===== config.mk =====
export PLATFORM = sky130hd
export DESIGN_NAME = bank_issue
export DESIGN_NICKNAME = d
export VERILOG_FILES = /design/src/xbar_pkg.sv /design/src/bank_issue.sv
export SDC_FILE = /design/constraint.sdc
export NUM_CORES = 1
export LEC_CHECK = 0
export BUFFER_PORTS_ARGS = -buffer_cell sky130_fd_sc_hd__buf_2
export CAP_MARGIN = 20
export CORE_AREA = 10 10 130 132
export CTS_BUF_LIST = sky130_fd_sc_hd__clkbuf_8
export CTS_CLUSTER_SIZE = 28
export DETAILED_ROUTE_END_ITERATION = 8
export DIE_AREA = 0 0 140 142
export PLACE_DENSITY_LB_ADDON = 0.2
export SETUP_SLACK_MARGIN = 0.2
export SYNTH_ARGS = -nofsm -noshare
export SYNTH_HDL_FRONTEND = slang
export SYNTH_SLANG_ARGS = --single-unit

===== constraint.sdc =====
create_clock -name clk -period 3.1 [get_ports clk]
set_clock_uncertainty 0.15 [all_clocks]
set_input_delay 0.62 -clock clk [delete_from_list [all_inputs] [get_ports clk]]
set_output_delay 0.62 -clock clk [all_outputs]
set_load 0.01 [all_outputs]

===== src/xbar_pkg.sv =====
package xbar_pkg;

    localparam int NUM_CH   = 3;
    localparam int NUM_BANK = 4;
    localparam int BANK_LSB = 6;    // 64-byte lines.
    localparam int ADDR_W   = 32;
    localparam int DATA_W   = 128;
    localparam int ROB_MAX  = 16;
    localparam int WBUF_MAX = 16;

    typedef logic [1:0]                  ch_id_t;
    typedef logic [1:0]                  bank_id_t;
    typedef logic [$clog2(ROB_MAX)-1:0]  rob_id_t;
    typedef logic [$clog2(WBUF_MAX)-1:0] wbuf_id_t;
    typedef logic [1:0]                  crdt_t;    // Up to NUM_CH returns per cycle.

    typedef struct packed {
        logic [ADDR_W-1:0] addr;
        logic [DATA_W-1:0] wdata;
    } ch_req_t;

    // The write data goes to the bank through its write buffer.
    typedef struct packed {
        logic [ADDR_W-1:0] addr;
        ch_id_t            ch_id;
        rob_id_t           rob_id;
        wbuf_id_t          wbuf_id;
    } bank_req_t;

    typedef struct packed {
        wbuf_id_t          wbuf_id;
        logic [DATA_W-1:0] wdata;
    } wbuf_wr_t;

    typedef struct packed {
        logic [DATA_W-1:0] rdata;
        ch_id_t            ch_id;
        rob_id_t           rob_id;
    } bank_rsp_t;

endpackage


===== src/bank_issue.sv =====
`timescale 1ns/10ps

module bank_issue
    import xbar_pkg::*;
#(
    parameter int WBUF_DEPTH = 4
)
(
    input  logic              clk,
    input  logic              rst_n,
    input  logic              issue_valid,
    input  bank_req_t         issue_req,
    input  logic [DATA_W-1:0] issue_wdata,
    output logic              issue_ready,
    output logic              bank_req_valid,
    output bank_req_t         bank_req,
    input  logic              bank_req_ready,
    output logic              wbuf_wr_valid,
    output wbuf_wr_t          wbuf_wr,
    input  logic              wbuf_free_valid,
    input  wbuf_id_t          wbuf_free_id
);

    logic [WBUF_DEPTH-1:0] free_map;    // One bit per write-buffer slot, set when free.
    logic [WBUF_DEPTH-1:0] take_oh;
    logic [WBUF_DEPTH-1:0] give_oh;
    wbuf_id_t              take_id;
    logic                  has_free;
    logic                  accept;

    assign take_oh = free_map & (~free_map + 1'b1);    // Lowest free slot.

    always_comb begin
        take_id = '0;
        for (int i = 0; i < WBUF_DEPTH; i++) begin
            if (take_oh[i]) take_id = wbuf_id_t'(i);
            give_oh[i] = wbuf_free_valid && (wbuf_free_id == wbuf_id_t'(i));
        end
    end

    assign has_free       = |free_map;
    assign issue_ready    = bank_req_ready & has_free;
    assign bank_req_valid = issue_valid & has_free;
    assign accept         = issue_valid & issue_ready;
    assign wbuf_wr_valid  = accept;

    always_comb begin
        bank_req         = issue_req;
        bank_req.wbuf_id = take_id;
        wbuf_wr.wbuf_id  = take_id;
        wbuf_wr.wdata    = issue_wdata;
    end

    always_ff @(posedge clk or negedge rst_n) begin
        if (!rst_n) begin
            free_map <= '1;
        end else begin
            free_map <= (free_map & ~(accept ? take_oh : '0)) | give_oh;
        end
    end

    // The id must have gone out with an earlier request and not come back yet.
    a_free_alloc: assert property (@(posedge clk) disable iff (!rst_n)
        wbuf_free_valid |-> |(give_oh & ~free_map))
        else $error("Freed wbuf id %0d that is not allocated", wbuf_free_id);

endmodule


==> results.yml <==
cells_and_area:
  antenna_cells: 0
  largest_register: "free_map"
  largest_reg_flops: 4
  fin_cells: 232
  drive_gt1_frac: 0.500
  utilization: 0.0413
  nets: 229
  top_regs: "free_map (4)"
  final_common_cell: "buf_2"
  area_growth_pct: -61.2
  layout_common_cells: "buf_2 (15), nor2_1 (4), conb_1 (4), dfstp_2 (4)"
clock_network:
  numCtsBuffers: 3
  cts_tree: "built"
  insertion_delay_ps: 210
  postCtsResizedCells: 0
  clock-sinks: 4
  cts_buffer_depth: 2
  cts_htree_levels: 1
  hold_buffers: 0
  cts_setup_buffers: 0
  cts.clk_slew.worst_paths_ps: 30
  clk_root_buffer_cell: "clkbuf_8"
synth:
  synth_cell_types: 16
  synth_area_sq_um: 1530
  ys_ff_latch: 4
  yosysWarningCount: 0
  syn_avg_cell_area_sq_um: 7.66
  netlist_instances: 199
  seq_area_frac_synth: 0.0689
pwr:
  total_leakage_power_nw: 0.185
  p_sw_w: 0.0000675
  p_per_area_nw_per_um2: 401
  pwr-share-clk: 0.456
  netSwitchingFraction: 0.284
  ir_drop_v: 0.0000732
  power_frac_seq: 0.300
  combPwrFrac: 0.244
  intPower_w: 0.000170
global_route:
  grt_pass1_vias: 549
  antenna_found_initial: 0
  grt_usage: 0.0255
  grt.met3_usage: 0.0294
  busiest_layer: "met4"
  grt_pass1_wl_um: 3720
  grt_max_degree: 8
  gr-total-overflow: 0
  grtUsageMet1: 0.00777
  use_met2: 0.0314
worst_setup_path:
  worst-endpoint-arrival_ps: 1230
  cp_max_fo: 4
  required_ps: 2330
  critPathKind: "reg -> out"
  worstSetupStartpointType: "flip-flop"
  critPathCaptureType: "primary output"
die:
  die_x_um: 140
  die_h_um: 142
  row_count: 44
  top_level_ports: 356
  coreArea_sq_um: 14300
  dieArea_sq_um: 19900
  start_util: 0.107
timing:
  setup_viol_count_final: 0
  setup-tns-final_ps: 0
  fin_ws_ps: 1100
  final.period_utilization: 0.646
  hold_viol: 0
  slew_viol_final: 0
  rsz0062_at_grt: "no"
  fmax_mhz: 499
  min_period_ps: 2000
route:
  drcViolationCount: 0
  vias: 485
  wl_per_cell_um: 12.2
  wl_um: 2840
  ant_nets: 0
  drt_iter0_drc: 10
  first_pass_iters: 2
  routed_via_density: 2.09
placed_design:
  dpl_worst_slack_ps: 1230
  dp_hpwl_um: 2410
  place_congestion: 0.647
  post-place-cells: 229
  numPortBuffers: 15
outcome:
  status: "completed"
run:
  cap_viol_max_count: 0
hold_path:
  hold_class: "in -> async"
per-stage QoR:
step | power (W) | instance area (sq um) | hold WS [ps]
3_3_place_gp | 0.000132 | 551 | 343
6_report | 0.000238 | 592 | 239
5_1_grt | 0.000256 | 592 | 245
2_1_floorplan | 0.000333 | 1540 | 313
4_1_cts | 0.000242 | 592 | 243
3_5_place_dp | 0.000131 | 551 | 328
layout make-up:
| class | count | area (sq um) |
|---|---|---|
| multi-input combinational | 24 | 133 |
| tap | 184 | 230 |
| sequential | 4 | 105 |
| clock buffer | 3 | 41.3 |
| fill | 1716 | 13700 |
| inverter | 2 | 7.51 |
| timing repair buffer | 15 | 75.1 |
per-layer routing:
layer  vias up  share of wire
met1       163           0.13
met4         0           0.20
met5         -              0
met3        83           0.28
met2       107           0.39
li1        132              -
cell usage after synthesis:
| library cell | instances | share of area |
|---|---|---|
| buf_4 | 172 | 0.85 |
| dfstp_2 | 4 | 0.069 |
| nor2_1 | 4 | 0.0098 |
| o21ai_0 | 3 | 0.0098 |
| inv_1 | 2 | 0.0049 |
| nand2_1 | 2 | 0.0049 |
| nor2b_1 | 2 | 0.0082 |
| nor3_1 | 2 | 0.0066 |
| a21oi_1 | 1 | 0.0033 |
| conb_1 | 1 | 0.0025 |
| nand3_1 | 1 | 0.0033 |
| nand3b_1 | 1 | 0.0049 |
| nor4_2 | 1 | 0.0082 |
| o21ai_1 | 1 | 0.0033 |
| o22ai_1 | 1 | 0.0041 |
| o41ai_2 | 1 | 0.011 |
power by group through the flow:
stage	combinational [W]	sequential (W)	clock (W)
2_1_floorplan	0.000264	0.0000695	0
3_3_place_gp	0.0000601	0.0000719	0
3_5_place_dp	0.0000595	0.0000716	0
4_1_cts	0.0000597	0.0000712	0.000111
5_1_grt	0.0000653	0.0000724	0.000118
6_report	0.0000580	0.0000714	0.000108
worst max-delay path: stages (launching register included):
cell and delay (ps):
dfstp_2 380, nor4_2 400, nor2_1 80, buf_2 150
final timing paths:
check                            start  slack, ps       endpoint  cells after the start
max in group asynchronous        rst_n       2540    free_map[0]                      1
hold / removal                   rst_n        240    free_map[2]                      1
hold reg to reg            free_map[3]        330    free_map[3]                      2
setup reg to reg           free_map[0]       2050    free_map[2]                      2
min in group clk           free_map[3]        330    free_map[3]                      2
setup / recovery           free_map[3]       1100  wbuf_wr_valid                      3
cell families (layout without fill, tap and decap cells):
family                 after synthesis  in the layout  share of synthesized area
AO/OA/AOI/OAI                        7              7                     0.0312
buffers and inverters              174             20                      0.852
flip-flops                           4              4                     0.0689
other                                1              4                    0.00246
AND/OR/NAND/NOR                     13             13                     0.0459
No activity file was read; power rests on OpenSTA's default activity.
