--- src/xbar_pkg.sv ---
package xbar_pkg;

    localparam int NUM_CH   = 3;
    localparam int NUM_BANK = 4;
    localparam int BANK_LSB = 6;    // 64-byte lines.
    localparam int ADDR_W   = 32;
    localparam int DATA_W   = 128;
    localparam int ROB_MAX  = 16;
    localparam int WBUF_MAX = 16;

    typedef logic [1:0]                  ch_id_t;
    typedef logic [1:0]                  bank_id_t;
    typedef logic [$clog2(ROB_MAX)-1:0]  rob_id_t;
    typedef logic [$clog2(WBUF_MAX)-1:0] wbuf_id_t;
    typedef logic [1:0]                  crdt_t;    // Up to NUM_CH returns per cycle.

    typedef struct packed {
        logic [ADDR_W-1:0] addr;
        logic [DATA_W-1:0] wdata;
    } ch_req_t;

    // The write data goes to the bank through its write buffer.
    typedef struct packed {
        logic [ADDR_W-1:0] addr;
        ch_id_t            ch_id;
        rob_id_t           rob_id;
        wbuf_id_t          wbuf_id;
    } bank_req_t;

    typedef struct packed {
        wbuf_id_t          wbuf_id;
        logic [DATA_W-1:0] wdata;
    } wbuf_wr_t;

    typedef struct packed {
        logic [DATA_W-1:0] rdata;
        ch_id_t            ch_id;
        rob_id_t           rob_id;
    } bank_rsp_t;

endpackage

--- src/channel_rob.sv ---
`timescale 1ns/10ps

module channel_rob
    import xbar_pkg::*;
#(
    parameter int ROB_DEPTH = 8
)
(
    input  logic                clk,
    input  logic                rst_n,
    input  logic                alloc,
    input  bank_id_t            alloc_bank,
    output logic                full,
    output rob_id_t             next_id,
    input  logic                fill_valid,
    input  rob_id_t             fill_rob_id,
    input  logic [DATA_W-1:0]   fill_data,
    output logic                ch_rsp_valid,
    output logic [DATA_W-1:0]   ch_rsp_data,
    input  logic                ch_rsp_ready,
    output logic [NUM_BANK-1:0] retire_oh
);

    localparam int PTR_W = (ROB_DEPTH > 1) ? $clog2(ROB_DEPTH) : 1;

    typedef logic [PTR_W-1:0] ptr_t;

    ptr_t                 head;
    ptr_t                 tail;
    logic [PTR_W:0]       count;
    logic [ROB_DEPTH-1:0] busy;      // Allocated and not yet retired.
    logic [ROB_DEPTH-1:0] filled;
    bank_id_t             ent_bank [ROB_DEPTH];
    logic [DATA_W-1:0]    ent_data [ROB_DEPTH];
    ptr_t                 fill_idx;
    logic                 retire;

    function automatic ptr_t ptr_inc(ptr_t p);
        return (p == ptr_t'(ROB_DEPTH - 1)) ? '0 : p + 1'b1;
    endfunction

    assign full     = (int'(count) == ROB_DEPTH);
    assign next_id  = rob_id_t'(tail);    // Ids follow issue order and wrap at the depth.
    assign fill_idx = fill_rob_id[PTR_W-1:0];

    assign ch_rsp_valid = filled[head];
    assign ch_rsp_data  = ent_data[head];
    assign retire       = ch_rsp_valid & ch_rsp_ready;

    always_comb begin
        retire_oh = '0;
        if (retire) retire_oh[ent_bank[head]] = 1'b1;    // Credit goes to the serving bank.
    end

    always_ff @(posedge clk or negedge rst_n) begin
        if (!rst_n) begin
            head   <= '0;
            tail   <= '0;
            count  <= '0;
            busy   <= '0;
            filled <= '0;
        end else begin
            if (alloc) begin
                tail       <= ptr_inc(tail);
                busy[tail] <= 1'b1;
            end
            if (fill_valid) filled[fill_idx] <= 1'b1;
            if (retire) begin
                head         <= ptr_inc(head);
                busy[head]   <= 1'b0;
                filled[head] <= 1'b0;
            end
            count <= count + (PTR_W+1)'(alloc) - (PTR_W+1)'(retire);
        end
    end

    always_ff @(posedge clk) begin
        if (alloc) ent_bank[tail] <= alloc_bank;
        if (fill_valid) ent_data[fill_idx] <= fill_data;
    end

    // A bank answers only ids that were handed out and answers each one once.
    a_fill_alloc: assert property (@(posedge clk) disable iff (!rst_n)
        fill_valid |-> (int'(fill_rob_id) < ROB_DEPTH) && busy[fill_idx] && !filled[fill_idx])
        else $error("Fill of rob id %0d that is not waiting for data", fill_rob_id);

    a_no_overflow: assert property (@(posedge clk) disable iff (!rst_n)
        alloc |-> !full)
        else $error("Alloc while the reorder buffer is full");

endmodule

--- config.mk ---
export PLATFORM = sky130hd
export DESIGN_NAME = channel_rob
export DESIGN_NICKNAME = d
export VERILOG_FILES = /design/src/xbar_pkg.sv /design/src/channel_rob.sv
export SDC_FILE = /design/constraint.sdc
export NUM_CORES = 1
export LEC_CHECK = 0
export BUFFER_PORTS_ARGS = -buffer_cell sky130_fd_sc_hd__buf_2
export CAP_MARGIN = 20
export CORE_MARGIN = 2
export CORE_UTILIZATION = 40
export CTS_CLUSTER_SIZE = 12
export DETAILED_ROUTE_END_ITERATION = 10
export HOLD_SLACK_MARGIN = 0.06
export SLEW_MARGIN = 20
export SYNTH_ARGS = -nofsm -noshare
export SYNTH_HDL_FRONTEND = slang
export SYNTH_SLANG_ARGS = --single-unit
export TNS_END_PERCENT = 1
--- constraint.sdc ---
create_clock -name clk -period 6.8 [get_ports clk]
set_clock_uncertainty 0.05 [all_clocks]
set_input_delay 1.7 -clock clk [delete_from_list [all_inputs] [get_ports clk]]
set_output_delay 1.7 -clock clk [all_outputs]
set_load 0.05 [all_outputs]
==> out/results.tsv <==
metric	value	unit
synth cell count leaders	edfxtp_1 (1040), a22oi_1 (218), nand2_1 (116)	
total length of routed wires	101000	µm
fin crit share	83.4	%
Max VDD drop	0.000342	V
largest family of logic cells by synthesized area	compound AO/OA/AOI/OAI gates	
RR Startpoint	head[2]$_DFFE_PN0N_	
crit-path leading delay family	buffers and inverters	
Period minus WS final	5.67	ns
hold_buf cts	0	
final hold violation count	0	
Via-to-Cell Ratio	5.65	
hold path cells	1	
CP Cell Sequence	nor2b_4 -> buf_4 -> a221oi_1 -> o22ai_1 -> nor3b_1 -> buf_2	
Pwr Total	21.1	mW
Core ar.	0.0980	mm²
CTS tree	built	
buffers plus inverters on the worst setup path	2	
DR iter-0 viols	1743	
Compound-Gate Fraction of Synth Area	10.2	%
first-pass GRT wire length	147000	µm
Avg WL per Cell	26.8	µm
area of placed instances	0.0424	mm²
gr usage total	19.7	%
DRC Markers	0	
Worst R2R End	count[2]$_DFF_PN0_	
#FFs+latches synth	1058	
routed vias	21300	
Post-Synth Adder-Cell Area	0.337	%
Distinct cells, synth	48	
Pre-Repair DR Iteration Count	5	
Final Net Count	2548	
max-cap viol count	0	
Worst R2R Setup Slack	2.81	ns
Fmax achieved	176	MHz
number of global-route vias before repair	22100	
Buffers on Ports	274	
slowest cell on the critical path	dfrtp_4	
clock root buffer	clkbuf_16	
Post-CTS Setup Bufs	0	
simple-gate portion of the synthesized area	2.20	%
status	completed	
die span in x	318	µm
synthesized area per cell	18.8	µm²
Yosys top cell area share	79.3	%
Routed Antenna Nets	0	
syn nets	2245	
Arrival @ worst endpoint	3.92	ns
final instance area	0.0456	mm²
clock sink count	1058	
EDFF count, synth	1040	
crit path launch type	register	
Final Instance Count excl. Fillers	3765	
setup_tns	0	ns
worst setup path category	register to output port	
Slew Limit Fails	0	
die area	0.101	mm²
Initial Util	40.2	%
post-detail-place hpwl	53300	µm
synth top area cells	edfxtp_1 (79%), a22oi_1 (4.2%), mux2i_1 (2.3%)	
share of layout cells above drive strength 1	22.8	%
Worst EP required	5.05	ns
placed cell count	3577	
CTS buffer count	107	
PostCTS Resize Cnt	0	
Worst-Margin Slew	1.06	ns
GPL Wtd Cong	0.732	
Power Density	463	mW/mm²
Post-synth top flop	edfxtp_1	
leakage power	15.0	nW
r2r worst-path depth	10	
Hold Startpoint	filled[5]$_DFF_PN0_	
Synth Area in XOR/XNOR	0.0445	%
Mapped Area	0.0394	mm²
RSZ-0062 raised after global routing	no	
initial antenna violation count	15	
final setup vio count	0	
gr ovfl total	0	
crit-path max cell delay	0.87	ns
Worst Hold Class	register to register	
clk_lat worst skew	0.71	ns
pin count of the biggest net entering global routing	107	
Syn Inst Count	2096	
H-tree depth	3	
maximum clock insertion buffer count	3	
sequential area share after synthesis	80.5	%
leading area contributor after synthesis	edfxtp_1	
row count	115	
Reg clk slew, reported paths	0.06	ns
# IOs	277	
Synth-to-Final Area Change	15.9	%
top-count cell post-synth	edfxtp_1	
relative slew slack	29.3	%
WHS Endpoint	filled[5]$_DFF_PN0_	
crit path capture type	output port	
DIE HEIGHT	318	µm
mux contribution to synthesized area	4.95	%
Yosys warning count	0	
Post-synth ARST share	1.70	%
Max Fanout on Critical Path	37	
[per-stage QoR]
stage | hold slack (ns) | utilization [%] | setup WS, ns
after CTS | 0.469 | 46.5 | 1.00
final | 0.466 | 46.6 | 1.13
after floorplan | 0.432 | - | -1.14
after global placement | 0.442 | 43.2 | 1.85
after global routing | 0.499 | 46.5 | 0.884
after detailed placement | 0.456 | 43.2 | 1.81
[logic make-up (layout without fill, tap and decap cells)]
group                      after synthesis  in the layout
AOI/OAI and AO/OA                      519            519
xor gates and xnor gates                 2              2
adders and majority gates               10             10
buffers and inverters                  145            521
DFF                                   1058           1058
muxes                                  164            164
other                                    1              7
and+or+nand+nor                        197            197
[worst reg2reg max path, delay by kind of cell, from the launching register on]
family	cells	cell delay [ns]
xor+xnor	1	0.17
compound gates	1	0.18
simple gates	2	1.17
buf+inv	3	0.60
flops	1	0.83
fa+ha+maj	3	0.88
[final cells by class]
type                            instances  area [µm²]
Fill cell                            8258       52400
Multi-Input combinational cell        893        7110
Timing Repair Buffer                  330        1930
Tap cell                             1287        1610
Clock buffer                          146        2850
Clock inverter                         36         367
Inverter                                9        33.8
Sequential cell                      1058       31700
Antenna cell                            6        15.0
[placed cells by master (no fill, tap or decap), types with 8 or more instances in the layout]
cell type | Yosys | routed
clkbuf_1 | 47 | 36
nand2b_1 | 8 | 8
ha_1 | 9 | 9
o2111ai_1 | 52 | 52
clkbuf_16 | 0 | 107
a221oi_1 | 84 | 84
edfxtp_1 | 1040 | 1040
a22oi_1 | 218 | 218
a21oi_1 | 17 | 17
o22ai_1 | 34 | 34
buf_2 | 62 | 274
mux2i_1 | 90 | 90
clkinv_2 | 0 | 8
nor2_4 | 0 | 8
mux4_2 | 18 | 18
nand2_1 | 116 | 116
dfrtp_1 | 18 | 15
buf_4 | 23 | 45
mux2_2 | 53 | 53
a22o_1 | 55 | 55
clkinv_1 | 0 | 16
buf_12 | 0 | 11
nor2_1 | 44 | 36
o21ai_0 | 26 | 26
o2bb2ai_1 | 8 | 8
[per-layer routing]
| metal | up-vias | routed length, µm | track usage (%) |
|---|---|---|---|
| met4 | 20 | 2290 | 6.06 |
| li1 | 9311 | - | - |
| met1 | 11000 | 41900 | 25.6 |
| met5 | - | 138 | 0 |
| met2 | 743 | 50100 | 33.4 |
| met3 | 162 | 6600 | 4.08 |
[power breakdown]
part | internal (mW) | switching (mW)
Combinational | 2.06 | 5.93
Clock | 3.05 | 2.38
Sequential | 7.46 | 0.235
[how the worst max path moves through the flow]
stage                         from                       end  slack [ns]  cells past startpoint
3_5_place_dp   head[2]$_DFFE_PN0N_          ch_rsp_data[121]        1.81                      5
2_1_floorplan       fill_rob_id[0]  ent_data[6][0]$_DFFE_PP_       -1.14                      2
3_3_place_gp   head[2]$_DFFE_PN0N_          ch_rsp_data[121]        1.85                      5
4_1_cts        head[2]$_DFFE_PN0N_          ch_rsp_data[121]        1.00                      5
6_report       head[0]$_DFFE_PN0N_              retire_oh[1]        1.13                      6
5_1_grt        head[0]$_DFFE_PN0N_              retire_oh[1]        0.88                      6
[flip-flops by register name, summed over array words and instances, names as in the netlist]
| register | count |
|---|---|
| filled | 8 |
| ent_data | 1024 |
| count | 4 |
| tail | 3 |
| ent_bank | 16 |
| head | 3 |
Power figures use the tool's default switching activity.
