===== src/xbar_pkg.sv =====
package xbar_pkg;

    localparam int NUM_CH   = 3;
    localparam int NUM_BANK = 4;
    localparam int BANK_LSB = 6;    // 64-byte lines.
    localparam int ADDR_W   = 32;
    localparam int DATA_W   = 128;
    localparam int ROB_MAX  = 16;
    localparam int WBUF_MAX = 16;

    typedef logic [1:0]                  ch_id_t;
    typedef logic [1:0]                  bank_id_t;
    typedef logic [$clog2(ROB_MAX)-1:0]  rob_id_t;
    typedef logic [$clog2(WBUF_MAX)-1:0] wbuf_id_t;
    typedef logic [1:0]                  crdt_t;    // Up to NUM_CH returns per cycle.

    typedef struct packed {
        logic [ADDR_W-1:0] addr;
        logic [DATA_W-1:0] wdata;
    } ch_req_t;

    // The write data goes to the bank through its write buffer.
    typedef struct packed {
        logic [ADDR_W-1:0] addr;
        ch_id_t            ch_id;
        rob_id_t           rob_id;
        wbuf_id_t          wbuf_id;
    } bank_req_t;

    typedef struct packed {
        wbuf_id_t          wbuf_id;
        logic [DATA_W-1:0] wdata;
    } wbuf_wr_t;

    typedef struct packed {
        logic [DATA_W-1:0] rdata;
        ch_id_t            ch_id;
        rob_id_t           rob_id;
    } bank_rsp_t;

endpackage


===== src/rsp_xbar.sv =====
`timescale 1ns/10ps

module rsp_xbar
    import xbar_pkg::*;
(
    input  logic [NUM_BANK-1:0] bank_rsp_valid,
    input  bank_rsp_t           bank_rsp [NUM_BANK],
    output logic [NUM_BANK-1:0] bank_rsp_ready,
    output logic [NUM_CH-1:0]   fill_valid,
    output rob_id_t             fill_rob_id [NUM_CH],
    output logic [DATA_W-1:0]   fill_data [NUM_CH]
);

    logic [NUM_CH-1:0][NUM_BANK-1:0] hit;
    logic [NUM_CH-1:0][NUM_BANK-1:0] win;
    logic [NUM_BANK-1:0][NUM_CH-1:0] taken;

    always_comb begin
        for (int c = 0; c < NUM_CH; c++) begin
            for (int b = 0; b < NUM_BANK; b++) begin
                hit[c][b] = bank_rsp_valid[b] && (bank_rsp[b].ch_id == ch_id_t'(c));
            end
            win[c] = hit[c] & (~hit[c] + 1'b1);    // Lower bank index wins.
        end
    end

    always_comb begin
        for (int c = 0; c < NUM_CH; c++) begin
            fill_valid[c]  = |win[c];
            fill_rob_id[c] = '0;
            fill_data[c]   = '0;
            for (int b = 0; b < NUM_BANK; b++) begin
                taken[b][c] = win[c][b];
                if (win[c][b]) begin
                    fill_rob_id[c] = bank_rsp[b].rob_id;
                    fill_data[c]   = bank_rsp[b].rdata;
                end
            end
        end
        for (int b = 0; b < NUM_BANK; b++) begin
            bank_rsp_ready[b] = |taken[b];
            // A response for a missing channel would never be taken.
            if (bank_rsp_valid[b]) begin
                assert (int'(bank_rsp[b].ch_id) < NUM_CH)
                    else $error("Bank %0d response names channel %0d that does not exist",
                                b, bank_rsp[b].ch_id);
            end
        end
    end

endmodule


===== config.mk =====
export PLATFORM = sky130hd
export DESIGN_NAME = rsp_xbar
export DESIGN_NICKNAME = d
export VERILOG_FILES = /design/src/xbar_pkg.sv /design/src/rsp_xbar.sv
export SDC_FILE = /design/constraint.sdc
export NUM_CORES = 1
export LEC_CHECK = 0
export BUFFER_PORTS_ARGS = -buffer_cell sky130_fd_sc_hd__buf_2
export CAP_MARGIN = 0
export CORE_AREA = 2 2 364 366
export DETAILED_ROUTE_END_ITERATION = 8
export DIE_AREA = 0 0 366 368
export PLACE_DENSITY = 0.37
export SETUP_SLACK_MARGIN = 0.15
export SLEW_MARGIN = 5
export SYNTH_ARGS = -nofsm -noshare
export SYNTH_HDL_FRONTEND = slang
export SYNTH_SLANG_ARGS = --single-unit

===== constraint.sdc =====
create_clock -name vclk -period 5
set_clock_uncertainty 0.15 [all_clocks]
set_input_delay 1 -clock vclk [all_inputs]
set_output_delay 1 -clock vclk [all_outputs]
set_load 0.02 [all_outputs]

==> summary.md, run 1 <==
| Metric | Value |
|---|---|
| Post_cts resized | `0` |
| Final WS setup | `643 ps` |
| Syn Nets | `2122` |
| Routed len/inst | `33.9 µm` |
| Setup TNS | `0 ps` |
| First-pass GRT wire length | `182000 µm` |
| Register area share after synthesis | `0%` |
| Layout cell share with drive strength beyond 1 | `43.3%` |
| Synth Instances | `1582` |
| Total GRT Usage | `19.5%` |
| Worst setup path class | `in -> out` |
| Worst-margin pin slew | `988 ps` |
| Die Ht | `368 µm` |
| CP required | `3850 ps` |
| Minimum clock period | `4360 ps` |
| Remaining global-route overflow | `0` |
| Placed cells | `4136` |
| Pin count of the biggest net entering global routing | `77` |
| Worst Setup End Kind | `primary output` |
| Top cells by count, synth | `a221oi_1 (397), nor2_1 (397), o2bb2ai_1 (264)` |
| Vias in the first global route | `18300` |
| Ys Warns | `0` |
| Drt first pass iters | `6` |
| Die area | `135000 µm²` |
| CLK BUF | `0` |
| Slew Limit Fails | `0` |
| Final Hold Fails | `0` |
| Seq cells | `0` |
| Sw Share | `69.7%` |
| Post-CTS Setup Inserts | `0` |
| Worst min-delay path category | `in -> out` |
| Largest cells by area after synthesis | `a221oi_1 (36%), o2bb2ai_1 (24%), nor2_1 (16%), clkbuf_1 (6.2%), o21ai_0 (5.8%)` |
| Final std cells w/o fill | `4170` |
| Initial Util | `7.35%` |
| Slew headroom | `34.1%` |
| Mapped cell area | `9610 µm²` |
| Critical path data arrival time | `3210 ps` |
| Dpl hpwl | `117000 µm` |
| Fin nets | `2923` |
| Final period util | `87.1%` |
| Max frequency | `0.229 GHz` |
| Vias per cell | `4.83` |
| Port bufs | `943` |
| Sequential Area | `0 µm²` |
| FP Rows | `133` |
| P_leak | `6.84 nW` |
| CTS Hold Bufs | `0` |
| ANT nets after route | `0` |
| Initial antenna violation count | `153` |
| Worst VDD drop | `0.0505 mV` |
| Avg Inst Size Synth | `6.07 µm²` |
| Layout area overhead | `74.9%` |
| Logic pwr share | `100.0%` |
| Final WL | `141000 µm` |
| Hold_ws | `2210 ps` |
| Die Span X | `366 µm` |
| Max Cap Viol | `0` |
| Initial drt markers | `3079` |
| P_sw | `0.00156 W` |
| DRC | `0` |
| Post-synth top area cell | `a221oi_1` |
| Power per cell area | `133 nW/µm²` |
| Crit-path max FO | `50` |
| Vias post-DR | `20100` |
| Clock share of power | `0%` |
| Flop pwr share | `0%` |
| Synth cell types | `26` |
| Routability Congestion | `1.02` |
| Status | `complete, no violations` |
| Top cell type's share of synthesized area | `36.2%` |
| Ports | `943` |
| RSZ-0062 raised after global routing | `no` |
| Core ar. | `131000 µm²` |
| Pint | `0.000676 W` |
| Pre-CTS setup slack | `695 ps` |
| Final setup fails | `0` |
| Worst Setup Start Kind | `input port` |
[power by group through the flow]
stage / sequential [W] / clock (W) / combinational, W
after floorplan: 0 / 0 / 0.000951
after global placement: 0 / 0 / 0.00221
after detailed placement: 0 / 0 / 0.00221
after CTS: 0 / 0 / 0.00221
after global routing: 0 / 0.000000000296 / 0.00231
final: 0 / 0.000000000922 / 0.00223
[cell usage in the layout (no fill, tap or decap), types with 9 or more instances in the layout]
cell type,n
o21ai_0,111
buf_12,37
diode_2,34
nand3b_1,9
buf_4,39
nand2_1,134
o2bb2ai_1,264
o21ai_1,23
nor2_1,396
buf_2,943
a221oi_1,397
[stage by stage]
step | power (W) | utilization [%] | area [µm²]
after CTS | 0.00221 | 12.8 | 16700
after global placement | 0.00221 | 12.8 | 16700
after floorplan | 0.000951 | - | 9610
after detailed placement | 0.00221 | 12.8 | 16700
final | 0.00223 | 12.9 | 16800
after global routing | 0.00231 | 12.8 | 16800
[critical path: stages]
cell       delay [ps]
buf_2             140
and3b_4           380
buf_12            260
buf_4             450
a221oi_1          170
o2bb2ai_1         420
buf_2             260
[layout make-up]
cell class                      count  area [µm²]
Antenna cell                       34        85.1
Fill cell                       15500      114000
Inverter                            1        3.75
Multi-Input combinational cell   1361        8770
Tap cell                         1755        2200
Timing Repair Buffer             1019        5750
[per-layer routing]
metal	part of all wire, %	global-route usage, %
met2	41	28.2
met3	13	7.84
met1	43	26.5
met5	0.59	0
met4	3.5	5.01
[logic make-up (layout without fill, tap and decap cells)]
group | after synthesis | count (layout) | synth area share, %
simple gates | 563 | 563 | 23.3
other cells | 0 | 34 | 0
buf+inv | 221 | 1020 | 9.30
compound gates | 798 | 798 | 67.4
[final timing paths]
check	slack (ps)	end	startpoint	cells after the start
worst max-delay path	640	fill_data[116]	bank_rsp[272]	7
worst min-delay path	2210	fill_data[3]	bank_rsp[9]	3
Power figures use the tool's default switching activity.
==> inputs of run 2 (changes only) <==
==> constraint.sdc (replaced) <==
create_clock -name vclk -period 5
set_clock_uncertainty 0.15 [all_clocks]
set_input_delay 0.25 -clock vclk [all_inputs]
set_output_delay 0.25 -clock vclk [all_outputs]
set_load 0.02 [all_outputs]
==> run 2 against run 1 <==
  * Worst setup slack improved by 1300 ps
  * Sequential share of layout area unchanged
  * Global-route usage grew 0.45 points
  * First-iteration DRC count down 8.1%
  * Final area is 1.8% lower
  * Sequential cell count did not move
  * Critical path depth did not move
  * Combinational power down 4%
  * Utilization decreased by 0.23 points
  * Final cell count decreased by 0.17%
  * Count of clock-buffer cells in the layout stayed put
  * Hold slack got worse by 1500 ps
  * Critical path type unchanged
  * Largest cell class unchanged
==> summary.md, run 2 (same netlist as run 1, synthesis figures left out) <==
| Metric | Value |
|---|---|
| Status | `complete, no violations` |
| Finished Cell Area | `16500 µm²` |
| Initial antenna violation count | `192` |
| Crit-path max FO | `33` |
| DRC | `0` |
| FP Rows | `133` |
| Setup TNS | `0 ps` |
| Dpl hpwl | `117000 µm` |
| Hold_ws | `707 ps` |
| Final setup fails | `0` |
| Total GRT Usage | `19.9%` |
| Pwr Total | `0.00215 W` |
| Die Ht | `368 µm` |
| Slew Limit Fails | `0` |
| Vias post-DR | `20100` |
| Minimum clock period | `3100 ps` |
| Layout cell share with drive strength beyond 1 | `42.7%` |
| Vias per cell | `4.84` |
| Most frequent cells in the layout | `buf_2 (943), a221oi_1 (397), nor2_1 (396)` |
| Worst VDD drop | `0.0590 mV` |
| Power per cell area | `130 nW/µm²` |
| CLK BUF | `0` |
| Layout area overhead | `71.8%` |
| Critical path data arrival time | `2700 ps` |
| Worst Setup Start Kind | `input port` |
| Final WS setup | `1900 ps` |
| Final WL | `145000 µm` |
| Max Cap Viol | `0` |
| Post-CTS Setup Inserts | `0` |
| Ports | `943` |
| Slew headroom | `37.0%` |
| Worst setup path class | `in -> out` |
| Worst Setup End Kind | `primary output` |
| Remaining global-route overflow | `0` |
| Die Span X | `366 µm` |
| Core ar. | `131000 µm²` |
| Fin nets | `2896` |
| Pin count of the biggest net entering global routing | `69` |
| Post_cts resized | `0` |
| RSZ-0062 raised after global routing | `no` |
| Pre-CTS setup slack | `1940 ps` |
| Die area | `135000 µm²` |
| Final Hold Fails | `0` |
| CP required | `4600 ps` |
| Initial Util | `7.35%` |
| Routability Congestion | `1.02` |
| Port bufs | `943` |
| Drt first pass iters | `6` |
| Seq cells | `0` |
| Initial drt markers | `2830` |
| Vias in the first global route | `17900` |
| ANT nets after route | `0` |
| Worst-margin pin slew | `936 ps` |
| Routed len/inst | `34.8 µm` |
| CTS Hold Bufs | `0` |
| Commonest non-fill, non-tap cell in the layout | `buf_2` |
| First-pass GRT wire length | `186000 µm` |
| Worst min-delay path category | `in -> out` |
| Max frequency | `0.323 GHz` |
| P_leak | `6.65 nW` |
| Final period util | `62.0%` |
| Post-DP Area | `16400 µm²` |
| Sequential Area | `0 µm²` |
## run 2: final cells by class
| cell class | instances | area (µm²) |
|---|---|---|
| fill | 15500 | 114000 |
| timing repair buffer | 992 | 5400 |
| multi-input combinational | 1361 | 8770 |
| antenna | 54 | 135 |
| tap | 1755 | 2200 |
| inverter | 1 | 3.75 |
## run 2: routing by layer
metal,GRT usage (%),vias to the layer above,wire [µm]
met2,30.7,1608,62400
met4,2.75,200,3340
met3,11.6,408,21300
met1,24.3,9852,56500
li1,-,8063,-
met5,0,-,1280
## run 2: final timing paths
| check | from | end | slack [ps] | depth (start not counted) |
|---|---|---|---|---|
| max | bank_rsp[272] | fill_data[59] | 1900 | 7 |
| min | bank_rsp[17] | fill_data[267] | 710 | 4 |
## run 2: stage by stage
step	util, %	std cells
after global placement	12.5	4109
after CTS	12.5	4109
after detailed placement	12.5	4109
after global routing	12.6	4130
final	12.6	4163
after floorplan	-	1582
## run 2: worst max-delay path: stages
cell and delay (ps):
buf_2 140, and3b_4 690, buf_4 520, buf_4 340, a221oi_1 130, o2bb2ai_1 320, buf_2 240
## run 2: report_power, final
group          switching [W]  leakage (nW)   internal (W)
sequential                 0             0              0
combinational        0.00150          6.65       0.000649
clock                      0      0.000342  0.00000000146
==> inputs of run 3 (changes only) <==
CORE_AREA = 2 2 372 374   (was 2 2 364 366)
DIE_AREA = 0 0 374 376   (was 0 0 366 368)
clock period = 2.5 ns   (was 5 ns; I/O delays follow)
==> run 3 against run 2 <==
  * Die area rose by 4.4%
  * Via count rose by 2.6%
  * Total power rose by 120%
  * Non-clock buffer count rose by 166
  * Utilization rose by 0.70 points
  * Critical path depth rose by 2
  * Largest cell class unchanged
==> summary.md, run 3 (same netlist as run 1, synthesis figures left out) <==
| Metric | Value |
|---|---|
| Status | `complete, no violations` |
| Vias per cell | `4.72` |
| Buf/Inv on CP | `5` |
| Sequential Area | `0 µm²` |
| DRC | `0` |
| Kind of cell adding the most delay to the critical path | `buffers and inverters` |
| Max Cap Viol | `0` |
| Pwr Total | `0.00465 W` |
| Minimum clock period | `2410 ps` |
| Cells along the critical path | `buf_2 -> nor3b_2 -> buf_4 -> nor3_4 -> buf_4 -> buf_16 -> a221oi_1 -> o21ai_0 -> buf_2` |
| FP Rows | `136` |
| Fill count | `16100` |
| Post-DP Area | `17900 µm²` |
| Initial drt markers | `2777` |
| ANT nets after route | `0` |
| Die area | `141000 µm²` |
| Gr busiest metal | `met2` |
| Final period util | `96.4%` |
| Vias in the first global route | `18700` |
| Initial Util | `7.03%` |
| Vias post-DR | `20700` |
| Worst VDD drop | `0.0951 mV` |
| Initial antenna violation count | `169` |
| Commonest non-fill, non-tap cell in the layout | `buf_2` |
| Dpl hpwl | `126000 µm` |
| Worst-margin pin slew | `678 ps` |
| Footprint of the multi-input gates | `8850 µm²` |
| CP required | `2230 ps` |
| Port bufs | `943` |
| Seq cells | `0` |
| Slew headroom | `54.8%` |
| Pre-CTS setup slack | `-484 ps` |
| Die Ht | `376 µm` |
| Max frequency | `0.415 GHz` |
| Crit-path max FO | `35` |
| Routed len/inst | `33.4 µm` |
| First-pass GRT wire length | `188000 µm` |
| Slowest cell on crit path | `o21ai_0` |
| Fin nets | `3062` |
| Peak per-stage delay on the critical path | `420 ps` |
| Most frequent cells in the layout | `buf_2 (935), a221oi_1 (396), nor2_1 (396)` |
| Pin count of the biggest net entering global routing | `66` |
| Ports | `943` |
| Worst Setup End Kind | `primary output` |
| CLK BUF | `0` |
| Die Span X | `374 µm` |
| Remaining global-route overflow | `0` |
| Critical path data arrival time | `2140 ps` |
| Power per cell area | `256 nW/µm²` |
| Layout cell share with drive strength beyond 1 | `47.0%` |
| Finished Cell Area | `18200 µm²` |
| Layout area overhead | `89.4%` |
| Grt met3 use | `9.05%` |
| Final WL | `146000 µm` |
| Total GRT Usage | `19.3%` |
| Final Hold Fails | `0` |
| Worst min-delay path category | `in -> out` |
| Slew Limit Fails | `0` |
| Worst Setup Start Kind | `input port` |
| Final setup fails | `0` |
| Met1 track demand over resource | `24.8%` |
| Final std cells w/o fill | `4373` |
| Met2 usage | `29.1%` |
| Final WS setup | `89.7 ps` |
| Routability Congestion | `0.988` |
| P_leak | `7.63 nW` |
| Drt first pass iters | `6` |
| RSZ-0062 raised after global routing | `yes` |
| Placed cells | `4312` |
| Core ar. | `137000 µm²` |
| Worst setup path class | `in -> out` |
| Final Core Density | `13.3%` |
[run 3: changes by cell type in the layout (fill, tap and decap cells not counted), sizes merged]
cell / delta
buf: +166
diode: +5
[run 3: cell type report]
type / instances / area share [%]
inverter: 1 / 0.0206
tap: 1794 / 12.3
antenna: 59 / 0.811
timing repair buffer: 1158 / 38.2
multi-input combinational: 1361 / 48.6
[run 3: metal layers]
metal / vias to the layer above / routed length, µm
met5: - / 926
met4: 134 / 4300
met3: 343 / 19600
met2: 1688 / 61900
met1: 10100 / 59100
li1: 8400 / -
[run 3: timing repair]
action / in CTS / in global routing
pin swaps: 3 / 1
buffers inserted: 2 / 0
endpoints found under the setup margin: 19 / 37
hold buffers: 0 / 0
cloned: 0 / 0
resized for setup: 27 / 29
[run 3: metrics by stage]
| step | hold slack [ps] | setup TNS, ps |
|---|---|---|
| 5_1_grt | 475 | 0 |
| 3_3_place_gp | 465 | -2220 |
| 3_5_place_dp | 461 | -2180 |
| 2_1_floorplan | 222 | 0 |
| 6_report | 461 | 0 |
| 4_1_cts | 461 | 0 |
[run 3: worst min-delay path: stages]
cell,delay (ps)
buf_2,100
o2bb2ai_1,100
buf_2,160
[run 3: report_power, final]
part	internal [W]	switching [W]	total, W	leakage, nW
clock network	0.00000000322	0	0.00000000322	0.000372
registers	0	0	0	0
logic	0.00154	0.00311	0.00465	7.63
[run 3: worst paths after layout]
check | start | to | slack, ps | cells past startpoint
min | bank_rsp[27] | fill_data[21] | 460 | 3
max | bank_rsp_valid[1] | fill_data[377] | 90 | 9
