==> config.mk <==
export PLATFORM = sky130hd
export DESIGN_NAME = crdt_rtn
export DESIGN_NICKNAME = d
export VERILOG_FILES = /design/src/xbar_pkg.sv /design/src/crdt_rtn.sv
export SDC_FILE = /design/constraint.sdc
export NUM_CORES = 1
export LEC_CHECK = 0
export ABC_AREA = 1
export CAP_MARGIN = 20
export CORE_AREA = 2 2 39 41
export CTS_CLUSTER_SIZE = 10
export DETAILED_ROUTE_END_ITERATION = 10
export DIE_AREA = 0 0 41 43
export DONT_BUFFER_PORTS = 1
export GPL_ROUTABILITY_DRIVEN = 0
export MAX_ROUTING_LAYER = met4
export PLACE_DENSITY_LB_ADDON = 0.3
export SYNTH_ARGS = -nofsm -noshare
export SYNTH_HDL_FRONTEND = slang
export SYNTH_SLANG_ARGS = --single-unit
==> constraint.sdc <==
create_clock -name clk -period 0.8 [get_ports clk]
set_input_delay 0.16 -clock clk [delete_from_list [all_inputs] [get_ports clk]]
set_output_delay 0.16 -clock clk [all_outputs]
set_load 0.01 [all_outputs]
==> src/xbar_pkg.sv <==
package xbar_pkg;

    localparam int NUM_CH   = 3;
    localparam int NUM_BANK = 4;
    localparam int BANK_LSB = 6;    // 64-byte lines.
    localparam int ADDR_W   = 32;
    localparam int DATA_W   = 128;
    localparam int ROB_MAX  = 16;
    localparam int WBUF_MAX = 16;

    typedef logic [1:0]                  ch_id_t;
    typedef logic [1:0]                  bank_id_t;
    typedef logic [$clog2(ROB_MAX)-1:0]  rob_id_t;
    typedef logic [$clog2(WBUF_MAX)-1:0] wbuf_id_t;
    typedef logic [1:0]                  crdt_t;    // Up to NUM_CH returns per cycle.

    typedef struct packed {
        logic [ADDR_W-1:0] addr;
        logic [DATA_W-1:0] wdata;
    } ch_req_t;

    // The write data goes to the bank through its write buffer.
    typedef struct packed {
        logic [ADDR_W-1:0] addr;
        ch_id_t            ch_id;
        rob_id_t           rob_id;
        wbuf_id_t          wbuf_id;
    } bank_req_t;

    typedef struct packed {
        wbuf_id_t          wbuf_id;
        logic [DATA_W-1:0] wdata;
    } wbuf_wr_t;

    typedef struct packed {
        logic [DATA_W-1:0] rdata;
        ch_id_t            ch_id;
        rob_id_t           rob_id;
    } bank_rsp_t;

endpackage

==> src/crdt_rtn.sv <==
`timescale 1ns/10ps

module crdt_rtn
    import xbar_pkg::*;
(
    input  logic                clk,
    input  logic                rst_n,
    input  logic [NUM_BANK-1:0] retire_oh [NUM_CH],
    output crdt_t               bank_crdt [NUM_BANK]
);

    crdt_t crdt_nxt [NUM_BANK];

    // Each channel retires at most one entry per cycle, so a bank gets up to NUM_CH.
    always_comb begin
        for (int b = 0; b < NUM_BANK; b++) begin
            crdt_nxt[b] = '0;
            for (int c = 0; c < NUM_CH; c++) begin
                crdt_nxt[b] = crdt_nxt[b] + crdt_t'(retire_oh[c][b]);
            end
        end
    end

    always_ff @(posedge clk or negedge rst_n) begin
        if (!rst_n) begin
            for (int b = 0; b < NUM_BANK; b++) begin
                bank_crdt[b] <= '0;
            end
        end else begin
            for (int b = 0; b < NUM_BANK; b++) begin
                bank_crdt[b] <= crdt_nxt[b];
            end
        end
    end

endmodule

==> results by group, run 1 <==
Run status
  • Outcome: complete, but fails checks
  • Failing checks: setup timing

Timing
  • Max-slew violation count: 0
  • Max Freq: 1250 MHz
  • RSZ-0062 raised after global routing: true
  • Post-route setup slack: -2.70 ps
  • Final hold slack: 84.2 ps
  • Final setup viols: 2
  • Final period utilization: 100%
  • Final min period: 803 ps
  • Final Hold Fails: 0
  • Worst-Margin Slew: 341 ps
  • Slew HR: 77.2%

Synthesis
  • Post-synth top flop: dfrtp_1
  • Number of synthesized flops with an enable pin: 0
  • Async SR Flop Fraction: 100%
  • Netlist cell types: 2
  • Ys Warns: 0
  • Most common cell in the netlist: dfrtp_1
  • Seq/Total Area, Yosys: 71.4%
  • Most frequent cells after synthesis: dfrtp_1, fa_1
  • Number of synthesized register bits: 8
  • Synthesized area: 280 µm²
  • Share of the synthesized area in the top cell type: 71.4%
  • Syn_nets: 30
  • Leading area contributor after synthesis: dfrtp_1
  • Dominant cells by area after synthesis: dfrtp_1, fa_1
  • Syn Inst Count: 12
  • Avg Inst Size Synth: 23.4 µm²

Setup path
  • Setup crit end: bank_crdt[2]
  • Setup crit start kind: register
  • CP Depth: 0
  • Critical path required time: 640 ps
  • Worst Setup End Kind: primary output
  • WS Path Type: reg -> out
  • CP startpoint: bank_crdt[2]$_DFF_PN0_
  • Worst EP arrival: 640 ps
  • Critical path peak fanout: 1

Power
  • Clock share of power: 34.9%
  • Pwr Density: 2440 nW/µm²
  • Leak Pwr: 0.000140 µW
  • Switching Share: 21.3%
  • Flop pwr share: 60.7%
  • Combinational share of power: 4.4%
  • Final Power: 813 µW
  • Total net switching power: 174 µW
  • VDD IR max: 0.447 mV
  • P_int: 640 µW

Die
  • Std-Cell Rows: 14
  • Core area: 1380 µm²
  • Die width: 41 µm
  • Die ar.: 1760 µm²
  • I/O Pins: 22
  • Initial cell density of the core: 20.3%
  • Die Y: 43 µm

Min path
  • Worst Hold Class: in -> reg

Detailed routing
  • DRC viols: 0
  • Detailed-route wire length: 404 µm
  • Vias per inst: 3.69
  • Vias: 118
  • Post-route antenna net violation count: 0
  • DR WL/cell: 12.6 µm
  • Router iterations before antenna repair: 4
  • DR iter-0 viols: 1

Cells and area
  • Layout cells sized above 1: 18.8%
  • Register area: 200 µm²
  • Largest Register: bank_crdt
  • Fin area: 333 µm²
  • P&R area growth vs syn: 18.7%
  • # fillers: 147
  • Area of the multi-input gates: 80.1 µm²
  • Fin nets: 36
  • Post-route core utilization: 24.1%
  • Largest register FFs: 8
  • Largest registers: bank_crdt (8)
  • Diode count: 0

CTS
  • Clock-pin transition on the worst setup and hold timing paths: 50 ps
  • Root Buffer: clkbuf_4
  • Sink Count: 8
  • H-tree level count: 1
  • CTS Buf Count: 3
  • Post_cts resized: 0
  • CTS tree: done
  • Max clock buf depth: 2

Place
  • Pre-CTS setup slack: 21.7 ps
  • DP Area: 300 µm²
  • Port Buffers: 0

Global route
  • Antenna violations before repair: 0
  • Global-route wire length before repair: 662 µm
  • Largest net degree at the start of global routing: 9
  • Gr usage total: 6.38%
  • GRT overflow: 0
  • Vias in the first global route: 159

Job
  • Max Cap Viol: 0
[how the worst min path moves through the flow]
| stage | end | slack (ps) | depth (start not counted) | start |
|---|---|---|---|---|
| CTS | bank_crdt[0]$_DFF_PN0_ | 80 | 1 | retire_oh[11] |
| floorplan | bank_crdt[0]$_DFF_PN0_ | -140 | 0 | rst_n |
| global placement | bank_crdt[2]$_DFF_PN0_ | -140 | 0 | rst_n |
| global route | bank_crdt[2]$_DFF_PN0_ | 80 | 1 | retire_oh[10] |
| finish | bank_crdt[0]$_DFF_PN0_ | 80 | 1 | retire_oh[11] |
| detailed placement | bank_crdt[0]$_DFF_PN0_ | -140 | 0 | rst_n |
[cells by family after synthesis]
group      Yosys count  synth area share, %
fa+ha+maj            4                 28.6
flops                8                 71.4
[layout by cell type, fill, tap and decap left out]
cell and count:
dlygate4sd3_1 1, fa_1 4, clkbuf_4 3, dfrtp_1 8
[power groups by stage]
stage               clock (µW)  sequential, µW  combinational (µW)
floorplan                    0             496                17.4
global placement             0             501                26.5
detailed placement           0             503                28.5
CTS                        299             496                39.2
global route               322             500                47.5
finish                     284             494                35.5
[stage by stage]
stage          cells  setup TNS [ps]
4_1_cts           32           -76.7
3_5_place_dp      28               0
2_1_floorplan     12               0
3_3_place_gp      28               0
6_report          32           -4.11
5_1_grt           32            -196
[metal layers]
metal  vias to the layer above  wire length [µm]  track usage, %  share of wire, %
met5                         -                 0               -                 0
met4                         0                19            10.0               4.7
met3                         2                40               0               9.9
met2                         9               248            8.44                61
met1                        63                95            6.44                24
li1                         44                 -               -                 -
[timing repair]
item                       CTS  global route
hold endpoints to repair     8             0
gates cloned                 0             0
setup endpoints to repair    8             8
hold buffers                 1             0
setup buffers                0             0
[area by class of cell]
type | instances | share of cell area (%)
Sequential cell | 8 | 60.2
Tap cell | 16 | 6.02
Multi-Input combinational cell | 4 | 24.1
Clock buffer | 3 | 6.77
Timing Repair Buffer | 1 | 3.01
Note: power is estimated with default switching activity, not from simulation.
==> inputs of run 2 (changes only) <==
--- a/config.mk
+++ b/config.mk
@@ -7,8 +7,10 @@
 export LEC_CHECK = 0
 export ABC_AREA = 1
 export CAP_MARGIN = 20
+export CELL_PAD_IN_SITES_DETAIL_PLACEMENT = 0
+export CELL_PAD_IN_SITES_GLOBAL_PLACEMENT = 2
 export CORE_AREA = 2 2 39 41
-export CTS_CLUSTER_SIZE = 10
+export CTS_BUF_LIST = sky130_fd_sc_hd__clkbuf_8
 export DETAILED_ROUTE_END_ITERATION = 10
 export DIE_AREA = 0 0 41 43
 export DONT_BUFFER_PORTS = 1
==> run 2 against run 1 <==
Compared with the run above: the flow now finishes without violations; setup slack better by 17 ps; via count fell by 3.4%; wire length increased by 11%; combinational power fell by 3%; die area unchanged; sequential share of layout area shrank 3.2 points; count of clock-buffer cells in the layout did not move; sequential cell count unchanged; power increased by 23%; core utilization increased by 1.4 points; global-route usage rose by 0.81 points; critical path type unchanged; largest cell class unchanged.
==> results by group, run 2 (synthesis results as in run 1) <==
Run status
  • Outcome: finished clean (was complete, but fails checks)

Global route
  • Largest net degree at the start of global routing: 9 (unchanged)
  • Vias in the first global route: 163 (was 159)
  • Global-route wire length before repair: 683 µm (was 662 µm)
  • Antenna violations before repair: 0 (unchanged)
  • GRT overflow: 0 (unchanged)
  • Gr usage total: 7.19% (was 6.38%)

Cells and area
  • # fillers: 142 (was 147)
  • Post-route core utilization: 25.4% (was 24.1%)
  • Largest Register: bank_crdt (unchanged)
  • Commonest non-fill, non-tap cell in the layout: dfrtp_1 (unchanged)
  • P&R area growth vs syn: 25.4% (was 18.7%)
  • Layout cells sized above 1: 18.8% (unchanged)
  • Fin area: 352 µm² (was 333 µm²)
  • Fin nets: 36 (unchanged)
  • Largest registers: bank_crdt (8) (unchanged)
  • Diode count: 0 (unchanged)
  • Largest register FFs: 8 (unchanged)
  • Most frequent cells in the layout: dfrtp_1, fa_1, clkbuf_8 (was dfrtp_1, fa_1, clkbuf_4)

Detailed routing
  • Detailed-route wire length: 450 µm (was 404 µm)
  • Vias per inst: 3.56 (was 3.69)
  • Router iterations before antenna repair: 1 (was 4)
  • Vias: 114 (was 118)
  • DR iter-0 viols: 0 (was 1)
  • DR WL/cell: 14.1 µm (was 12.6 µm)
  • Post-route antenna net violation count: 0 (unchanged)
  • DRC viols: 0 (unchanged)

Power
  • Leak Pwr: 0.000148 µW (was 0.000140 µW)
  • P_int: 795 µW (was 640 µW)
  • Flop pwr share: 49.5% (was 60.7%)
  • Switching Share: 20.6% (was 21.3%)
  • Pwr Density: 2850 nW/µm² (was 2440 nW/µm²)
  • Combinational share of power: 3.4% (was 4.4%)
  • Final Power: 1000 µW (was 813 µW)
  • Clock share of power: 47.1% (was 34.9%)
  • VDD IR max: 0.745 mV (was 0.447 mV)
  • Total net switching power: 207 µW (was 174 µW)

Timing
  • RSZ-0062 raised after global routing: true (unchanged)
  • Final min period: 785 ps (was 803 ps)
  • Worst-Margin Slew: 374 ps (was 341 ps)
  • Slew HR: 75.0% (was 77.2%)
  • Final setup viols: 0 (was 2)
  • Final Hold Fails: 0 (unchanged)
  • Final hold slack: 98.7 ps (was 84.2 ps)
  • Final period utilization: 98.2% (was 100%)
  • Post-route setup slack: 14.6 ps (was -2.70 ps)
  • Max Freq: 1270 MHz (was 1250 MHz)
  • Max-slew violation count: 0 (unchanged)

Min path
  • Worst Hold Class: in -> reg (unchanged)
  • Hold Crit Endpoint: bank_crdt[7]$_DFF_PN0_ (was bank_crdt[0]$_DFF_PN0_)
  • Hold_sp: retire_oh[8] (was retire_oh[11])
  • Hold depth: 1 (unchanged)

CTS
  • Sink Count: 8 (unchanged)
  • Root Buffer: clkbuf_8 (was clkbuf_4)
  • CTS Buf Count: 3 (unchanged)
  • CTS tree: done (unchanged)
  • Post_cts resized: 0 (unchanged)
  • Max clock buf depth: 2 (unchanged)
  • Post CTS Setup Buffer Count: 0 (unchanged)
  • Clock-pin transition on the worst setup and hold timing paths: 40 ps (was 50 ps)
  • H-tree level count: 1 (unchanged)

Die
  • Std-Cell Rows: 14 (unchanged)
  • I/O Pins: 22 (unchanged)
  • Die Y: 43 µm (unchanged)
  • Die width: 41 µm (unchanged)
  • Die ar.: 1760 µm² (unchanged)
  • Core area: 1380 µm² (unchanged)
  • Initial cell density of the core: 20.3% (unchanged)

Setup path
  • Critical path peak fanout: 1 (unchanged)
  • Critical path required time: 640 ps (about the same)
  • WS Path Type: reg -> out (unchanged)
  • Worst Setup End Kind: primary output (unchanged)
  • Worst EP arrival: 630 ps (was 640 ps)
  • Setup crit start kind: register (unchanged)

Place
  • Port Buffers: 0 (unchanged)
  • DP Area: 300 µm² (unchanged)
  • Pre-CTS setup slack: 31.0 ps (was 21.7 ps)

Job
  • Max Cap Viol: 0 (unchanged)
[run 2: cell counts in the layout (fill, tap and decap cells not counted)]
No cell type changed its count.
[run 2: worst max path at each step]
stage | start | end | slack [ps] | cells past startpoint
final | bank_crdt[0]$_DFF_PN0_ | bank_crdt[0] | 10 | 0
after global routing | bank_crdt[4]$_DFF_PN0_ | bank_crdt[4] | -5 | 0
after CTS | bank_crdt[0]$_DFF_PN0_ | bank_crdt[0] | -1 | 0
after detailed placement | retire_oh[2] | bank_crdt[2]$_DFF_PN0_ | 30 | 1
after global placement | retire_oh[2] | bank_crdt[2]$_DFF_PN0_ | 40 | 1
after floorplan | retire_oh[3] | bank_crdt[0]$_DFF_PN0_ | 60 | 1
[run 2: area by class of cell]
class / count / area (µm²) / area share [%]
clock buffer: 3 / 41.3 / 11.7
timing repair buffer: 1 / 10.0 / 2.85
tap: 16 / 20.0 / 5.69
multi-input combinational: 4 / 80.1 / 22.8
sequential: 8 / 200 / 56.9
[run 2: per-stage QoR]
step           setup TNS (ps)  std cells
2_1_floorplan               0         12
3_3_place_gp                0         28
3_5_place_dp                0         28
4_1_cts                 -1.48         32
5_1_grt                 -12.9         32
6_report                    0         32
[run 2: power by group through the flow]
stage,Clock (µW),Combinational [µW],Sequential [µW]
floorplan,0,17.4,496
global placement,0,24.6,502
detailed placement,0,26.2,503
CTS,502,38.1,497
global route,528,48.2,499
finish,472,34.6,495
[run 2: repair_timing]
item,CTS,global route
setup endpoints to repair,1,4
gates cloned,0,0
endpoints found under the hold margin,8,0
hold buffers,1,0
[run 2: metal layers]
| metal | routed length (µm) | vias to the layer above | track usage, % |
|---|---|---|---|
| li1 | - | 44 | - |
| met1 | 148 | 59 | 5.70 |
| met2 | 246 | 9 | 8.75 |
| met3 | 50 | 2 | 4.71 |
| met4 | 4 | 0 | 10.0 |
| met5 | 0 | - | - |
==> inputs of run 3 (changes only) <==
--- a/config.mk
+++ b/config.mk
@@ -10,7 +10,6 @@
 export CELL_PAD_IN_SITES_DETAIL_PLACEMENT = 0
 export CELL_PAD_IN_SITES_GLOBAL_PLACEMENT = 2
 export CORE_AREA = 2 2 39 41
-export CTS_BUF_LIST = sky130_fd_sc_hd__clkbuf_8
 export DETAILED_ROUTE_END_ITERATION = 10
 export DIE_AREA = 0 0 41 43
 export DONT_BUFFER_PORTS = 1
==> constraint.sdc (replaced) <==
create_clock -name clk -period 0.8 [get_ports clk]
set_input_delay 0.16 -clock clk [delete_from_list [all_inputs] [get_ports clk]]
set_output_delay 0.16 -clock clk [all_outputs]
set_load 0.02 [all_outputs]
==> run 3 against run 2 <==
Compared with the run above: the run now ends with setup timing left; first-iteration DRC count unchanged; clock power decreased by 36%; count of clock-buffer cells in the layout unchanged; combinational power about the same; via count increased by 2.6%; sequential cell count unchanged; critical path depth unchanged; die area unchanged; non-clock buffer count unchanged; critical endpoint unchanged.
==> results by group, run 3 (synthesis results as in run 1) <==
Timing
  • Final period utilization: 107% (was 98.2%)
  • Final Hold Fails: 0 (unchanged)
  • Max-slew violation count: 0 (unchanged)
  • Max Freq: 1170 MHz (was 1270 MHz)
  • Post-route setup slack: -52.1 ps (was 14.6 ps)
  • Worst-Margin Slew: 375 ps (was 374 ps)
  • Final min period: 852 ps (was 785 ps)
  • Slew HR: 74.9% (was 75.0%)
  • Final setup viols: 8 (was 0)
  • RSZ-0062 raised after global routing: true (unchanged)
  • Final hold slack: 74.8 ps (was 98.7 ps)

Die
  • Die ar.: 1760 µm² (unchanged)
  • I/O Pins: 22 (unchanged)
  • Std-Cell Rows: 14 (unchanged)
  • Initial cell density of the core: 20.3% (unchanged)
  • Die width: 41 µm (unchanged)
  • Die Y: 43 µm (unchanged)
  • Core area: 1380 µm² (unchanged)

Power
  • Switching Share: 25.9% (was 20.6%)
  • Total net switching power: 226 µW (was 207 µW)
  • VDD IR max: 0.654 mV (was 0.745 mV)
  • P_int: 647 µW (was 795 µW)
  • Pwr Density: 2560 nW/µm² (was 2850 nW/µm²)
  • Combinational share of power: 4.0% (was 3.4%)
  • Flop pwr share: 61.6% (was 49.5%)
  • Clock share of power: 34.4% (was 47.1%)
  • Leak Pwr: 0.000133 µW (was 0.000148 µW)
  • Final Power: 873 µW (was 1000 µW)

Run status
  • Outcome: complete, but fails checks (was finished clean)
  • Failing checks: setup timing

Global route
  • Largest net degree at the start of global routing: 9 (unchanged)
  • GRT overflow: 0 (unchanged)
  • Antenna violations before repair: 0 (unchanged)
  • Gr usage total: 6.87% (was 7.19%)
  • Global-route wire length before repair: 676 µm (was 683 µm)
  • Vias in the first global route: 163 (unchanged)

Detailed routing
  • DR WL/cell: 14.2 µm (was 14.1 µm)
  • Post-route antenna net violation count: 0 (unchanged)
  • DR iter-0 viols: 0 (unchanged)
  • Router iterations before antenna repair: 1 (unchanged)
  • Vias: 117 (was 114)
  • DRC viols: 0 (unchanged)
  • Vias per inst: 3.66 (was 3.56)
  • Detailed-route wire length: 453 µm (was 450 µm)

Setup path
  • Critical path required time: 640 ps (about the same)
  • Critical path peak fanout: 1 (unchanged)
  • Worst Setup End Kind: primary output (unchanged)
  • Worst EP arrival: 690 ps (was 630 ps)
  • WS Path Type: reg -> out (unchanged)
  • Setup crit start kind: register (unchanged)

Cells and area
  • Largest registers: bank_crdt (8) (unchanged)
  • Post-route core utilization: 24.7% (was 25.4%)
  • Diode count: 0 (unchanged)
  • Largest Register: bank_crdt (unchanged)
  • Largest register FFs: 8 (unchanged)
  • Most frequent cells in the layout: dfrtp_2, fa_1, clkbuf_4 (was dfrtp_1, fa_1, clkbuf_8)
  • Layout cells sized above 1: 62.5% (was 18.8%)
  • P&R area growth vs syn: 21.9% (was 25.4%)
  • Fin nets: 36 (unchanged)
  • Commonest non-fill, non-tap cell in the layout: dfrtp_2 (was dfrtp_1)
  • Post-route insts no fill: 32 (unchanged)

Place
  • Placed cells: 28 (unchanged)
  • Port Buffers: 0 (unchanged)

CTS
  • H-tree level count: 1 (unchanged)
  • Clock-pin transition on the worst setup and hold timing paths: 50 ps (was 40 ps)
  • Max clock buf depth: 2 (unchanged)
  • CTS tree: done (unchanged)
  • CTS Buf Count: 3 (unchanged)
  • Sink Count: 8 (unchanged)
  • Root Buffer: clkbuf_4 (was clkbuf_8)

Min path
  • Worst Hold Class: in -> reg (unchanged)

Job
  • Max Cap Viol: 0 (unchanged)
run 3: cell counts in the layout (fill, tap and decap cells not counted):
Identical to the previous run, type by type.
run 3: power by group through the flow:
stage | Combinational, µW | Clock [µW] | Sequential (µW)
6_report | 34.5 | 301 | 538
3_5_place_dp | 26.2 | 0 | 539
3_3_place_gp | 24.6 | 0 | 538
2_1_floorplan | 17.4 | 0 | 532
5_1_grt | 48.5 | 351 | 541
4_1_cts | 38.1 | 322 | 537
run 3: routing by layer:
metal	global-route usage, %	share of wire (%)
met2	8.75	55
met4	8.00	0.88
met5	-	0
met1	6.67	33
met3	3.14	11
run 3: metrics by stage:
stage                     setup TNS, ps  setup slack (ps)  cell area [µm²]
after detailed placement              0              31.0              300
after CTS                          -499             -69.4              339
final                              -381             -52.1              342
after global routing               -588             -78.0              342
after global placement                0              42.4              300
after floorplan                       0              59.4              280
run 3: final timing paths:
check | cells past startpoint | start | end
setup / recovery | 0 | bank_crdt[0]$_DFF_PN0_ | bank_crdt[0]
hold / removal | 1 | retire_oh[8] | bank_crdt[6]$_DFF_PN0_
max in group asynchronous | 1 | rst_n | bank_crdt[4]$_DFF_PN0_
min in group asynchronous | 1 | rst_n | bank_crdt[2]$_DFF_PN0_
run 3: what timing repair did:
action / 4_1_cts / 5_1_grt
resized for setup: 5 / 2
setup buffers: 0 / 0
endpoints found under the hold margin: 8 / 0
hold buffers: 1 / 0
setup endpoints to repair: 8 / 8
run 3: layout make-up:
| cell class | instances | area, µm² |
|---|---|---|
| well taps | 16 | 20.0 |
| clock buffers | 3 | 22.5 |
| multi-input cells | 4 | 80.1 |
| repair buffers | 1 | 10.0 |
| fillers | 145 | 1040 |
| flip-flops and latches | 8 | 209 |
